File: config.mk
export PLATFORM = sky130hd
export DESIGN_NAME = cmp_unit_top
export DESIGN_NICKNAME = d
export VERILOG_FILES = /design/src/ooo_cmp_pkg.sv /design/src/cmp_dispatch_if.sv /design/src/branch_cmp.sv /design/src/cmp_rs.sv /design/src/cmp_unit_top.sv /design/src/result_table.sv
export SDC_FILE = /design/constraint.sdc
export NUM_CORES = 2
export LEC_CHECK = 0
export BUFFER_PORTS_ARGS = -buffer_cell sky130_fd_sc_hd__buf_4
export CAP_MARGIN = 20
export CORE_AREA = 5 5 355 357
export DETAILED_ROUTE_END_ITERATION = 10
export DIE_AREA = 0 0 360 362
export MAX_ROUTING_LAYER = met4
export PLACE_DENSITY_LB_ADDON = 0.2
export SLEW_MARGIN = 20
export SYNTH_ARGS = -nofsm -noshare
export SYNTH_HDL_FRONTEND = slang
export SYNTH_SLANG_ARGS = --single-unit
File: constraint.sdc
create_clock -name clk -period 5 [get_ports clk]
set_input_delay 0.25 -clock clk [delete_from_list [all_inputs] [get_ports clk]]
set_output_delay 0.25 -clock clk [all_outputs]
set_load 0.05 [all_outputs]
File: src/ooo_cmp_pkg.sv
// ~~~~~~~~~~~~~~~~~~~~~~~~~~~~~~
// Shared types of the comparator issue cluster.
// Tags are TAG_W bits wide. Tag 0 is reserved and means the
// operand value is already present, so only tags 1 to 7 are real
// producers. The compare op codes follow RV32I branch funct3, and
// slt/sltu sit in the two codes that branches leave unused.
// ~~~~~~~~~~~~~~~~~~~~~~~~~~~~~~
package ooo_cmp_pkg;

    localparam int TAG_W    = 3;
    localparam int NUM_TAGS = 1 << TAG_W;

    typedef logic [31:0]      word_t;
    typedef logic [TAG_W-1:0] tag_t;

    // branch funct3 values, with the two holes reused for set-less-than
    typedef enum logic [2:0] {
        beq  = 3'b000,
        bne  = 3'b001,
        slt  = 3'b010,          // unused by branches in RV32I
        sltu = 3'b011,          // unused by branches in RV32I
        blt  = 3'b100,
        bge  = 3'b101,
        bltu = 3'b110,
        bgeu = 3'b111
    } cmp_op_t;

    // one registered result lane of the station
    typedef struct packed {
        logic  valid;           // high for one cycle per completed entry
        logic  is_br;           // branch results never go to the table
        tag_t  tag;             // destination tag of the micro-op
        word_t val;             // 0/1 compare result, zero-extended
        word_t pc_next;         // resolved target or fall-through
        logic  pred_ok;         // the prediction matched the outcome
    } cmp_lane_t;

endpackage

File: src/cmp_dispatch_if.sv
// ~~~~~~~~~~~~~~~~~~~~~~~~~~~~~~
// Dispatch link into the comparator station.
// One micro-op moves on a rising edge with valid and ready high.
// The sender must hold every field stable until it is accepted.
// ~~~~~~~~~~~~~~~~~~~~~~~~~~~~~~
`timescale 1ns/1ns

interface cmp_dispatch_if;
    import ooo_cmp_pkg::*;

    logic    valid;
    logic    ready;             // high while any station entry is free
    logic    is_br;
    cmp_op_t op;
    word_t   vj;                // operand values, used when the tag is 0
    word_t   vk;
    tag_t    qj;                // producer tags, 0 means no dependency
    tag_t    qk;
    tag_t    dest;
    logic    br_pred;           // predicted taken
    word_t   pc;
    word_t   b_imm;             // sign-extended branch offset

    modport sender (
        output valid, is_br, op, vj, vk, qj, qk, dest, br_pred, pc, b_imm,
        input  ready
    );

    modport station (
        input  valid, is_br, op, vj, vk, qj, qk, dest, br_pred, pc, b_imm,
        output ready
    );

endinterface

File: src/branch_cmp.sv
// ~~~~~~~~~~~~~~~~~~~~~~~~~~~~~~
// Purely combinational RV32I comparator.
// Branch codes give the taken condition, slt/sltu the less-than bit.
// ~~~~~~~~~~~~~~~~~~~~~~~~~~~~~~
`timescale 1ns/1ns

module branch_cmp (
    input  ooo_cmp_pkg::word_t   a,
    input  ooo_cmp_pkg::word_t   b,
    input  ooo_cmp_pkg::cmp_op_t op,
    output logic                 taken
);
    import ooo_cmp_pkg::*;

    logic eq;
    logic lt_s;
    logic lt_u;

    assign eq   = (a == b);
    assign lt_s = ($signed(a) < $signed(b));
    assign lt_u = (a < b);

    always_comb begin
        case (op)
            beq:     taken = eq;
            bne:     taken = !eq;
            blt:     taken = lt_s;
            bge:     taken = !lt_s;
            bltu:    taken = lt_u;
            bgeu:    taken = !lt_u;
            slt:     taken = lt_s;      // same signed order as blt
            sltu:    taken = lt_u;
            default: taken = 1'b0;
        endcase
    end

endmodule

File: src/cmp_rs.sv
// ~~~~~~~~~~~~~~~~~~~~~~~~~~~~~~
// Comparator reservation station with one comparator per entry.
// The lowest free entry takes a dispatch. Busy entries pick up
// operands from the result table one edge after their tag is ready.
// A complete entry drives its own lane for one cycle and frees up
// on the same edge, so lanes never wait and there is no arbiter.
// NUM_ENTRIES may be 1 to 8.
// ~~~~~~~~~~~~~~~~~~~~~~~~~~~~~~
`timescale 1ns/1ns

module cmp_rs #(
    parameter int NUM_ENTRIES = 3
) (
    input  logic                   clk,
    input  logic                   rst_n,
    input  logic                   flush,
    cmp_dispatch_if.station        disp,
    input  logic                   tag_ready [ooo_cmp_pkg::NUM_TAGS],
    input  ooo_cmp_pkg::word_t     tag_val   [ooo_cmp_pkg::NUM_TAGS],
    output ooo_cmp_pkg::cmp_lane_t lanes     [NUM_ENTRIES]
);
    import ooo_cmp_pkg::*;

    localparam int IDX_W = (NUM_ENTRIES > 1) ? $clog2(NUM_ENTRIES) : 1;

    // entry storage
    logic    busy    [NUM_ENTRIES];
    logic    is_br   [NUM_ENTRIES];
    cmp_op_t op      [NUM_ENTRIES];
    word_t   vj      [NUM_ENTRIES];
    word_t   vk      [NUM_ENTRIES];
    tag_t    qj      [NUM_ENTRIES];
    tag_t    qk      [NUM_ENTRIES];
    tag_t    dest    [NUM_ENTRIES];
    logic    br_pred [NUM_ENTRIES];
    word_t   pc      [NUM_ENTRIES];
    word_t   b_imm   [NUM_ENTRIES];

    logic             free_any;
    logic [IDX_W-1:0] free_idx;
    logic             take;
    logic             issue [NUM_ENTRIES];
    logic             taken [NUM_ENTRIES];

    // registered lane state
    logic  lane_valid   [NUM_ENTRIES];
    logic  lane_is_br   [NUM_ENTRIES];
    tag_t  lane_tag     [NUM_ENTRIES];
    word_t lane_val     [NUM_ENTRIES];
    word_t lane_pc_next [NUM_ENTRIES];
    logic  lane_pred_ok [NUM_ENTRIES];

    // walk down so the lowest free index is the one that sticks
    always_comb begin
        free_any = 1'b0;
        free_idx = '0;
        for (int i = NUM_ENTRIES - 1; i >= 0; i--) begin
            if (!busy[i]) begin
                free_any = 1'b1;
                free_idx = IDX_W'(i);
            end
        end
    end

    assign disp.ready = free_any;
    assign take       = disp.valid && free_any;

    always_comb begin
        for (int i = 0; i < NUM_ENTRIES; i++) begin
            issue[i] = busy[i] && (qj[i] == '0) && (qk[i] == '0);
        end
    end

    for (genvar g = 0; g < NUM_ENTRIES; g++) begin : g_cmp
        branch_cmp i_branch_cmp (
            .a     (vj[g]),
            .b     (vk[g]),
            .op    (op[g]),
            .taken (taken[g])
        );
    end

    always_ff @(posedge clk) begin
        if (!rst_n || flush) begin
            for (int i = 0; i < NUM_ENTRIES; i++) begin
                busy[i] <= 1'b0;
            end
        end else begin
            for (int i = 0; i < NUM_ENTRIES; i++) begin
                if (issue[i]) begin
                    busy[i] <= 1'b0;    // result goes out on this edge
                end else if (take && free_idx == IDX_W'(i)) begin
                    busy[i] <= 1'b1;
                end
            end
        end
    end

    // load on transfer, otherwise wake up pending operands
    always_ff @(posedge clk) begin
        for (int i = 0; i < NUM_ENTRIES; i++) begin
            if (take && free_idx == IDX_W'(i)) begin
                is_br[i]   <= disp.is_br;
                op[i]      <= disp.op;
                vj[i]      <= disp.vj;
                vk[i]      <= disp.vk;
                qj[i]      <= disp.qj;
                qk[i]      <= disp.qk;
                dest[i]    <= disp.dest;
                br_pred[i] <= disp.br_pred;
                pc[i]      <= disp.pc;
                b_imm[i]   <= disp.b_imm;
            end else if (busy[i]) begin
                if (qj[i] != '0 && tag_ready[qj[i]]) begin
                    vj[i] <= tag_val[qj[i]];
                    qj[i] <= '0;
                end
                if (qk[i] != '0 && tag_ready[qk[i]]) begin
                    vk[i] <= tag_val[qk[i]];
                    qk[i] <= '0;
                end
            end
        end
    end

    always_ff @(posedge clk) begin
        if (!rst_n || flush) begin
            for (int i = 0; i < NUM_ENTRIES; i++) begin
                lane_valid[i] <= 1'b0;
            end
        end else begin
            for (int i = 0; i < NUM_ENTRIES; i++) begin
                lane_valid[i] <= issue[i];   // one-cycle pulse per entry
            end
        end
    end

    always_ff @(posedge clk) begin
        for (int i = 0; i < NUM_ENTRIES; i++) begin
            if (issue[i]) begin
                lane_is_br[i]   <= is_br[i];
                lane_tag[i]     <= dest[i];
                lane_val[i]     <= {31'd0, taken[i]};
                lane_pc_next[i] <= taken[i] ? (pc[i] + b_imm[i]) : (pc[i] + 32'd4);
                lane_pred_ok[i] <= (br_pred[i] == taken[i]);
            end
        end
    end

    always_comb begin
        for (int i = 0; i < NUM_ENTRIES; i++) begin
            lanes[i].valid   = lane_valid[i];
            lanes[i].is_br   = lane_is_br[i];
            lanes[i].tag     = lane_tag[i];
            lanes[i].val     = lane_val[i];
            lanes[i].pc_next = lane_pc_next[i];
            lanes[i].pred_ok = lane_pred_ok[i];
        end
    end

endmodule

File: src/cmp_unit_top.sv
// ~~~~~~~~~~~~~~~~~~~~~~~~~~~~~~
// Comparator issue cluster with plain ports.
// Results leave as packed vectors with one slice per station lane.
// They are never stalled, so a consumer must sample every lane on
// each cycle that its res_valid bit is high.
// ~~~~~~~~~~~~~~~~~~~~~~~~~~~~~~
`timescale 1ns/1ns

module cmp_unit_top #(
    parameter int NUM_ENTRIES = 3
) (
    input  logic                                   clk,
    input  logic                                   rst_n,
    input  logic                                   flush,
    input  logic                                   disp_valid,
    input  logic                                   disp_is_br,
    input  ooo_cmp_pkg::cmp_op_t                   disp_op,
    input  ooo_cmp_pkg::word_t                     disp_vj,
    input  ooo_cmp_pkg::word_t                     disp_vk,
    input  ooo_cmp_pkg::tag_t                      disp_qj,
    input  ooo_cmp_pkg::tag_t                      disp_qk,
    input  ooo_cmp_pkg::tag_t                      disp_dest,
    input  logic                                   disp_br_pred,
    input  ooo_cmp_pkg::word_t                     disp_pc,
    input  ooo_cmp_pkg::word_t                     disp_b_imm,
    output logic                                   disp_ready,
    input  logic                                   wb_valid,
    input  ooo_cmp_pkg::tag_t                      wb_tag,
    input  ooo_cmp_pkg::word_t                     wb_val,
    output logic               [NUM_ENTRIES-1:0]   res_valid,
    output logic               [NUM_ENTRIES-1:0]   res_is_br,
    output ooo_cmp_pkg::tag_t  [NUM_ENTRIES-1:0]   res_tag,
    output ooo_cmp_pkg::word_t [NUM_ENTRIES-1:0]   res_val,
    output ooo_cmp_pkg::word_t [NUM_ENTRIES-1:0]   res_pc_next,
    output logic               [NUM_ENTRIES-1:0]   res_pred_ok
);
    import ooo_cmp_pkg::*;

    cmp_dispatch_if disp_if ();

    logic      tag_ready [NUM_TAGS];
    word_t     tag_val   [NUM_TAGS];
    cmp_lane_t lanes     [NUM_ENTRIES];

    assign disp_if.valid   = disp_valid;
    assign disp_if.is_br   = disp_is_br;
    assign disp_if.op      = disp_op;
    assign disp_if.vj      = disp_vj;
    assign disp_if.vk      = disp_vk;
    assign disp_if.qj      = disp_qj;
    assign disp_if.qk      = disp_qk;
    assign disp_if.dest    = disp_dest;
    assign disp_if.br_pred = disp_br_pred;
    assign disp_if.pc      = disp_pc;
    assign disp_if.b_imm   = disp_b_imm;
    assign disp_ready      = disp_if.ready;

    cmp_rs #(
        .NUM_ENTRIES (NUM_ENTRIES)
    ) i_cmp_rs (
        .clk       (clk),
        .rst_n     (rst_n),
        .flush     (flush),
        .disp      (disp_if.station),
        .tag_ready (tag_ready),
        .tag_val   (tag_val),
        .lanes     (lanes)
    );

    result_table #(
        .NUM_ENTRIES (NUM_ENTRIES)
    ) i_result_table (
        .clk       (clk),
        .rst_n     (rst_n),
        .flush     (flush),
        .alloc     (disp_if.valid && disp_if.ready),   // dispatch transfer
        .alloc_tag (disp_if.dest),
        .wb_valid  (wb_valid),
        .wb_tag    (wb_tag),
        .wb_val    (wb_val),
        .lanes     (lanes),
        .tag_ready (tag_ready),
        .tag_val   (tag_val)
    );

    for (genvar g = 0; g < NUM_ENTRIES; g++) begin : g_res
        assign res_valid[g]   = lanes[g].valid;
        assign res_is_br[g]   = lanes[g].is_br;
        assign res_tag[g]     = lanes[g].tag;
        assign res_val[g]     = lanes[g].val;
        assign res_pc_next[g] = lanes[g].pc_next;
        assign res_pred_ok[g] = lanes[g].pred_ok;
    end

endmodule

File: src/result_table.sv
// ~~~~~~~~~~~~~~~~~~~~~~~~~~~~~~
// Tag-indexed ready bits and values, a stand-in for the ROB store.
// Write priority per tag is writeback, then lane result, then the
// dispatch clear. Tag 0 always reads ready with a zero value.
// Flush marks every tag ready but leaves stored values alone.
// ~~~~~~~~~~~~~~~~~~~~~~~~~~~~~~
`timescale 1ns/1ns

module result_table #(
    parameter int NUM_ENTRIES = 3
) (
    input  logic                   clk,
    input  logic                   rst_n,
    input  logic                   flush,
    input  logic                   alloc,
    input  ooo_cmp_pkg::tag_t      alloc_tag,
    input  logic                   wb_valid,
    input  ooo_cmp_pkg::tag_t      wb_tag,
    input  ooo_cmp_pkg::word_t     wb_val,
    input  ooo_cmp_pkg::cmp_lane_t lanes     [NUM_ENTRIES],
    output logic                   tag_ready [ooo_cmp_pkg::NUM_TAGS],
    output ooo_cmp_pkg::word_t     tag_val   [ooo_cmp_pkg::NUM_TAGS]
);
    import ooo_cmp_pkg::*;

    logic  ready_q  [1:NUM_TAGS-1];
    word_t val_q    [1:NUM_TAGS-1];
    logic  lane_hit [1:NUM_TAGS-1];
    word_t lane_val [1:NUM_TAGS-1];

    // collect the compare lanes that target each tag
    always_comb begin
        for (int t = 1; t < NUM_TAGS; t++) begin
            lane_hit[t] = 1'b0;
            lane_val[t] = '0;
            for (int i = 0; i < NUM_ENTRIES; i++) begin
                if (lanes[i].valid && !lanes[i].is_br && lanes[i].tag == tag_t'(t)) begin
                    lane_hit[t] = 1'b1;
                    lane_val[t] = lanes[i].val;
                end
            end
        end
    end

    always_ff @(posedge clk) begin
        if (!rst_n || flush) begin
            for (int t = 1; t < NUM_TAGS; t++) begin
                ready_q[t] <= 1'b1;
            end
        end else begin
            for (int t = 1; t < NUM_TAGS; t++) begin
                if (wb_valid && wb_tag == tag_t'(t)) begin
                    ready_q[t] <= 1'b1;
                end else if (lane_hit[t]) begin
                    ready_q[t] <= 1'b1;
                end else if (alloc && alloc_tag == tag_t'(t)) begin
                    ready_q[t] <= 1'b0;     // a new producer is in flight
                end
            end
        end
    end

    always_ff @(posedge clk) begin
        for (int t = 1; t < NUM_TAGS; t++) begin
            if (wb_valid && wb_tag == tag_t'(t)) begin
                val_q[t] <= wb_val;
            end else if (lane_hit[t]) begin
                val_q[t] <= lane_val[t];
            end
        end
    end

    always_comb begin
        tag_ready[0] = 1'b1;                // no dependency is always satisfied
        tag_val[0]   = '0;
        for (int t = 1; t < NUM_TAGS; t++) begin
            tag_ready[t] = ready_q[t];
            tag_val[t]   = val_q[t];
        end
    end

endmodule

Word-level counts from Yosys, hierarchy flattened
Memories as Yosys holds them, arrays and structs flattened.
Cells that the tools add are included.
Widths: inputs -> output; s select.
{"block": "totals", "n_memories": 19, "in_bits": 182, "latch_bits": 0, "mem_bits_ro": 0, "regBits": 0, "ramBits": 777, "out_inout_bits": 211}
{"memory": "i_result_table.val_q", "depth": 7, "width": 32, "rd": 7, "rd_clocked_by_memory_dff": 0, "wr": 7, "line_no": "result_table.sv:27", "text": "word_t val_q [1:NUM_TAGS-1];"}
{"memory": "i_cmp_rs.b_imm", "depth": 3, "width": 32, "rd": 3, "rd_clocked_by_memory_dff": 0, "wr": 1, "line_no": "cmp_rs.sv:37", "text": "word_t b_imm [NUM_ENTRIES];"}
{"memory": "i_cmp_rs.lane_pc_next", "depth": 3, "width": 32, "rd": 3, "rd_clocked_by_memory_dff": 0, "wr": 3, "line_no": "cmp_rs.sv:50", "text": "word_t lane_pc_next [NUM_ENTRIES];"}
{"memory": "i_cmp_rs.pc", "depth": 3, "width": 32, "rd": 3, "rd_clocked_by_memory_dff": 0, "wr": 1, "line_no": "cmp_rs.sv:36", "text": "word_t pc [NUM_ENTRIES];"}
{"memory": "i_cmp_rs.vj", "depth": 3, "width": 32, "rd": 3, "rd_clocked_by_memory_dff": 0, "wr": 3, "line_no": "cmp_rs.sv:30", "text": "word_t vj [NUM_ENTRIES];"}
{"memory": "i_cmp_rs.vk", "depth": 3, "width": 32, "rd": 3, "rd_clocked_by_memory_dff": 0, "wr": 3, "line_no": "cmp_rs.sv:31", "text": "word_t vk [NUM_ENTRIES];"}
{"memory": "+13 memories"}
{"block": "classes", "order_cmp": 12, "eq_ne": 64, "div": 0, "reduce_logical": 102, "n_mux": 327, "n_shift": 0, "n_addsub": 6, "bitwise": 55, "mul": 0}
{"op": "$mux 32", "count": 53}
{"op": "$bmux 32 s3", "count": 6}
{"op": "$mux 1", "count": 234}
{"op": "$lt 32x32->1", "count": 6}
{"op": "$reduce_or 32->1", "count": 4}
{"op": "$add 32x3->32 const B", "count": 3}
{"op": "$add 32x32->32", "count": 3}
{"op": "$eq 3x3->1 const B", "count": 32}
{"op": "$eq 32x32->1", "count": 3}
{"op": "$logic_and 1x1->1", "count": 54}
{"op": "$or 1x1->1", "count": 49}
{"op": "$eq 3x2->1 const B", "count": 16}
{"op": "$mux 2", "count": 15}
{"op": "$mux 3", "count": 10}
{"op": "$logic_not 3->1", "count": 9}
{"op": "$eq 3x1->1 const B", "count": 8}
{"op": "$ge 4x4->1 const B", "count": 6}
{"op": "$not 3->4", "count": 6}
{"op": "$bmux 1 s3", "count": 6}
{"op": "$pmux 1 s6", "count": 3}
{"op": "$reduce_bool 3->1", "count": 6}
{"op": "$logic_not 1->1", "count": 13}
{"op": "$reduce_or 2->1", "count": 6}
{"op": "$reduce_or 3->1", "count": 4}
{"op": "6 further kinds", "count": 11}

Depth between registers and ports, before layout
An unclocked memory read counts as a cell.
{"block": "logic_depth", "word_depth": 13, "depth_mapped": 14, "depth_no_buf": 13}

Hierarchy
From an unflattened synthesis, not the netlist that was laid out.
{"block": "hier_totals", "cells_unflattened": 5183, "hier_area_um2": 58167.0}
{"mod": "cmp_rs", "cells_per_inst": 2951, "area_each_um2": 37850.1, "seq_area_each_um2": 16295.6, "n_inst": 1}
{"mod": "result_table", "cells_per_inst": 1835, "area_each_um2": 17473.0, "seq_area_each_um2": 6936.7, "n_inst": 1}
{"mod": "branch_cmp", "cells_per_inst": 132, "area_each_um2": 945.9, "seq_area_each_um2": 0.0, "n_inst": 3}
{"mod": "cmp_unit_top", "cells_per_inst": 1, "area_each_um2": 6.3, "seq_area_each_um2": 0.0, "n_inst": 1}

Worst setup path after synthesis
Ideal clock, no wire load.
{"block": "synth_timing", "kind": "reg2reg", "startpoint": "mem i_cmp_rs.qj[2][0] in the netlist's numbering", "endpoint": "mem i_cmp_rs.vj[2][0] in the netlist's numbering, enable pin", "stages_incl_launch_ff": 5, "period_less_slack_ns": 3.965, "setup_time_ns": 0.466, "path_slack_ns": 1.035, "arrival_time_ns": 3.499, "path_buffers": 2, "path_cell_list": "dfxtp_1 clkbuf_1 buf_1 o31ai_1 o21ai_0"}
{"item": "start, declared", "line_no": "cmp_rs.sv:32", "text": "tag_t qj [NUM_ENTRIES];"}
{"item": "end, declared", "line_no": "cmp_rs.sv:30"}

==> flow_summary_export.csv <==
group,metric,value,unit
setup_path,max_stage_delay,590,ps
timing,fin_crit,4200,ps
die,rows,129,
yosys,synth_compound_area_frac,0.132,
routing,firstDrtPassIters,6,
routing,vias,37100,
yosys,synth-simple-area-share,0.118,
die,core,0.123,mm2
timing,setup-violations-final,0,
timing,fmax,238,MHz
clock_network,cts_buffers,91,
placed_design,placed_cells,6088,
clock_network,clock_latency,690,ps
setup_path,critPathArrivalTime,4610,ps
flow_run,maxCapViolCount,0,
die,start_util,0.396,
timing,relSlewSlack,0.216,
pwr,clockPowerShare,0.374,
placed_design,gp_congestion,0.868,
setup_path,crit_buf_inv,0,
yosys,ys_warn_count,0,
setup_path,cp.required,5410,ps
timing,fin_crit_sh,0.840,
yosys,postSynth.asyncResetShare,0,
routing,drt-total-wl,167000,um
clock_network,cts_tree,"built",
routing,drc,0,
timing,hold_viol_final,0,
placed_design,io_buffers,299,
clock_network,htreeDepth,3,
placed_design,hpwl,112000,um
pwr,p_leak,21.0,nW
clock_network,post_cts_resized,0,
cells_and_area,post-route-util,0.467,
timing,worst_slack,801,ps
routing,met2WireLength,80200,um
pwr,peakVddDrop,0.000235,V
pwr,p_seq_frac,0.422,
routing,vias_per_cell,5.77,
yosys,synth_fa_ha_area_frac,0.0507,
setup_path,reg2regPathDepth,10,
worst_hold_path,hp-class,"input pin to register",
timing,rsz0062_at_grt,"false",
setup_path,critPathKind,"register to register",
routing,ant_nets,0,
outcome,status,"finished, final reports clean",
yosys,ys_seq_area_frac,0.478,
yosys,ys.flop_type,"edfxtp_1",
yosys,synth_cell_types,79,
die,dieArea,0.130,mm2
yosys,syn_area,0.0486,mm2
routing,wl_met1,66600,um
timing,tns,0,ps
die,die_h,362,um
cells_and_area,stdcell_count,6440,
global_routing,grt_use_total,0.258,
routing,highest_layer,"met4",
timing,drv_slew,0,
worst_hold_path,worstHoldPathCells,3,
cells_and_area,drive_above_1_share,0.200,
routing,met3_length,15300,um
routing,drt_iter0_drc,3381,
yosys,synth_xor_area_frac,0.0283,
pwr,power_density,327,mW/mm2
yosys,synth_top_family_by_area,"multiplexers",
clock_network,clk_pin_slew_worst_paths,60,ps
clock_network,clock_path_buffers,3,
worst_hold_path,holdPathEnd,"i_cmp_rs.lane_valid[0][0]$_SDFF_PP0_",
setup_path,rrSetupSlack,800,ps
die,chipWidth,360,um
yosys,synthCells,4330,
global_routing,grt_max_degree,68,
setup_path,path_cells,"ha_1, nand4_1, nor4_1, nand2_1, a31oi_1, nor3_1, or3b_1, nand2_1, a32o_4, mux2_1",
cells_and_area,syn_to_final_growth,17.9,%
yosys,ys_ff_latch,777,
placed_design,pre_cts_slack,747,ps
pwr,p_int,0.0132,W
setup_path,cp_slowest_cell,"a32o_4",
setup_path,crit_fanout,51,
clock_network,root_buffer,"clkbuf_16",
timing,fin_worst_skew,30.4,ps
setup_path,cp-end-kind,"register",
global_routing,grt_pass1_wl,245000,um
setup_path,cpMostUsedCell,"nand2_1",
cells_and_area,fin_nets,5096,
setup_path,r2r_end,"i_cmp_rs.lane_pc_next[0][67]$_DFFE_PP_",
global_routing,antenna_found_initial,9,
yosys,avgSynthCellArea,11.2,um2
global_routing,grt_pass1_vias,36500,
setup_path,cp_top_family,"simple AND/OR/NAND/NOR gates",
setup_path,r2r-start,"i_cmp_rs.vj[2][31]$_DFFE_PP_",
routing,routedWlPerCell,26.0,um
timing,worst_pin_slew,1170,ps
worst_hold_path,min_from,"rst_n",
pwr,netSwitchingFraction,0.292,
pwr,power_frac_comb,0.204,
die,io_pins,393,
yosys,synthMuxAreaShare,0.146,
yosys,synth_edf_count,767,
pwr,switching_power,0.00545,W
clock_network,cts.sink_count,777,
global_routing,grt_overflow,0,
setup_path,start_kind,"register",
[timing repair]
| item | 4_1_cts | 5_1_grt |
|---|---|---|
| hold endpoints to repair | 658 | 0 |
| hold buffers | 175 | 0 |
| buffers inserted | 0 | 0 |
[state kept, by name, summed over array words and instances (netlist names)]
register                count
i_cmp_rs.op                 9
i_cmp_rs.pc                96
i_cmp_rs.vk                96
i_cmp_rs.lane_pc_next      96
i_cmp_rs.lane_val           3
i_cmp_rs.b_imm             96
i_cmp_rs.qk                 9
i_cmp_rs.lane_valid         3
i_cmp_rs.is_br              3
i_result_table.ready_q      7
i_cmp_rs.br_pred            3
i_cmp_rs.lane_pred_ok       3
i_cmp_rs.lane_is_br         3
i_cmp_rs.qj                 9
i_result_table.val_q      224
i_cmp_rs.vj                96
i_cmp_rs.dest               9
i_cmp_rs.busy               3
i_cmp_rs.lane_tag           9
[cell usage after synthesis (42+ instances only)]
| library cell | number | share of area |
|---|---|---|
| buf_4 | 94 | 0.015 |
| xor2_1 | 64 | 0.012 |
| a22oi_1 | 161 | 0.025 |
| nand4_1 | 42 | 0.0054 |
| o21ai_0 | 274 | 0.028 |
| nand2_1 | 389 | 0.030 |
| a211oi_1 | 47 | 0.0073 |
| nand3_1 | 80 | 0.0082 |
| mux2_2 | 202 | 0.047 |
| xnor2_1 | 93 | 0.017 |
| a21o_1 | 43 | 0.0066 |
| nor2_1 | 266 | 0.021 |
| inv_1 | 163 | 0.013 |
| nor2b_1 | 115 | 0.015 |
| mux4_2 | 193 | 0.089 |
| buf_1 | 52 | 0.0040 |
| edfxtp_1 | 767 | 0.47 |
| and2_1 | 140 | 0.018 |
| o21ai_1 | 55 | 0.0057 |
| a21oi_1 | 349 | 0.036 |
| ha_1 | 192 | 0.049 |
| clkbuf_1 | 195 | 0.015 |
| mux2i_1 | 44 | 0.0091 |
[power groups by stage]
stage | clock, W | sequential [W] | combinational [W]
2_1_floorplan | 0 | 0.00774 | 0.00272
3_3_place_gp | 0 | 0.00801 | 0.00361
3_5_place_dp | 0 | 0.00802 | 0.00364
4_1_cts | 0.00711 | 0.00789 | 0.00378
5_1_grt | 0.00738 | 0.00792 | 0.00410
6_report | 0.00699 | 0.00789 | 0.00381
[cell usage in the layout, fill, tap and decap left out, types with 110 or more instances in the layout]
master / count
edfxtp_1: 767
inv_1: 154
a21oi_1: 349
nor2_1: 263
mux2_2: 202
buf_4: 370
mux4_2: 193
and2_1: 140
nor2b_1: 110
a22oi_1: 161
o21ai_0: 271
nand2_1: 382
dlygate4sd3_1: 175
ha_1: 192
[worst register-to-register path: stages (launching register included)]
cell and delay [ps]:
edfxtp_1 370, ha_1 390, nand4_1 170, nor4_1 530, nand2_1 280, a31oi_1 550, nor3_1 100, or3b_1 370
nand2_1 90, a32o_4 590, mux2_1 500
[logic make-up (layout without fill, tap and decap cells)]
family          count (synthesis)  after routing
mux                           442            442
flops                         777            777
fa+ha+maj                     195            195
buf+inv                       512            885
other cells                     1            101
simple gates                 1183           1183
compound gates               1063           1063
xor+xnor                      157            157
[metrics by stage]
| stage | cell area [um2] | hold WS, ps | total power [W] |
|---|---|---|---|
| global route | 57300 | 59.3 | 0.0194 |
| CTS | 57200 | 11.0 | 0.0188 |
| detailed placement | 52400 | 406 | 0.0117 |
| global placement | 52400 | 401 | 0.0116 |
| finish | 57300 | 57.7 | 0.0187 |
| floorplan | 48900 | 349 | 0.0105 |
[final cells by class]
| cell class | instances | area [um2] |
|---|---|---|
| Timing Repair Buffer | 549 | 4610 |
| Inverter | 167 | 632 |
| Tap cell | 1637 | 2050 |
| Fill cell | 11200 | 65400 |
| Clock inverter | 63 | 727 |
| Sequential cell | 777 | 23200 |
| Multi-Input combinational cell | 3133 | 23600 |
| Clock buffer | 106 | 2380 |
| Antenna cell | 8 | 20.0 |
[worst max path at each step]
stage	startpoint	to	slack (ps)	cells after the start
2_1_floorplan	i_cmp_rs.qj[2][0]$_SDFFE_PP0P_	i_cmp_rs.vj[2][0]$_DFFE_PP_	1040	4
4_1_cts	i_cmp_rs.vj[2][31]$_DFFE_PP_	i_cmp_rs.lane_pc_next[0][67]$_DFFE_PP_	740	10
5_1_grt	i_cmp_rs.vj[2][31]$_DFFE_PP_	i_cmp_rs.lane_pc_next[0][90]$_DFFE_PP_	580	11
3_5_place_dp	i_cmp_rs.vj[2][31]$_DFFE_PP_	i_cmp_rs.lane_pc_next[0][90]$_DFFE_PP_	750	11
3_3_place_gp	i_cmp_rs.vj[2][31]$_DFFE_PP_	i_cmp_rs.lane_pc_next[0][90]$_DFFE_PP_	820	11
6_report	i_cmp_rs.vj[2][31]$_DFFE_PP_	i_cmp_rs.lane_pc_next[0][67]$_DFFE_PP_	800	10
[layer usage]
metal,GRT usage,vias up
li1,-,16900
met1,0.325,18200
met2,0.421,1737
met3,0.0568,314
met4,0.0769,0
met5,-,-
Power figures use the tool's default switching activity.
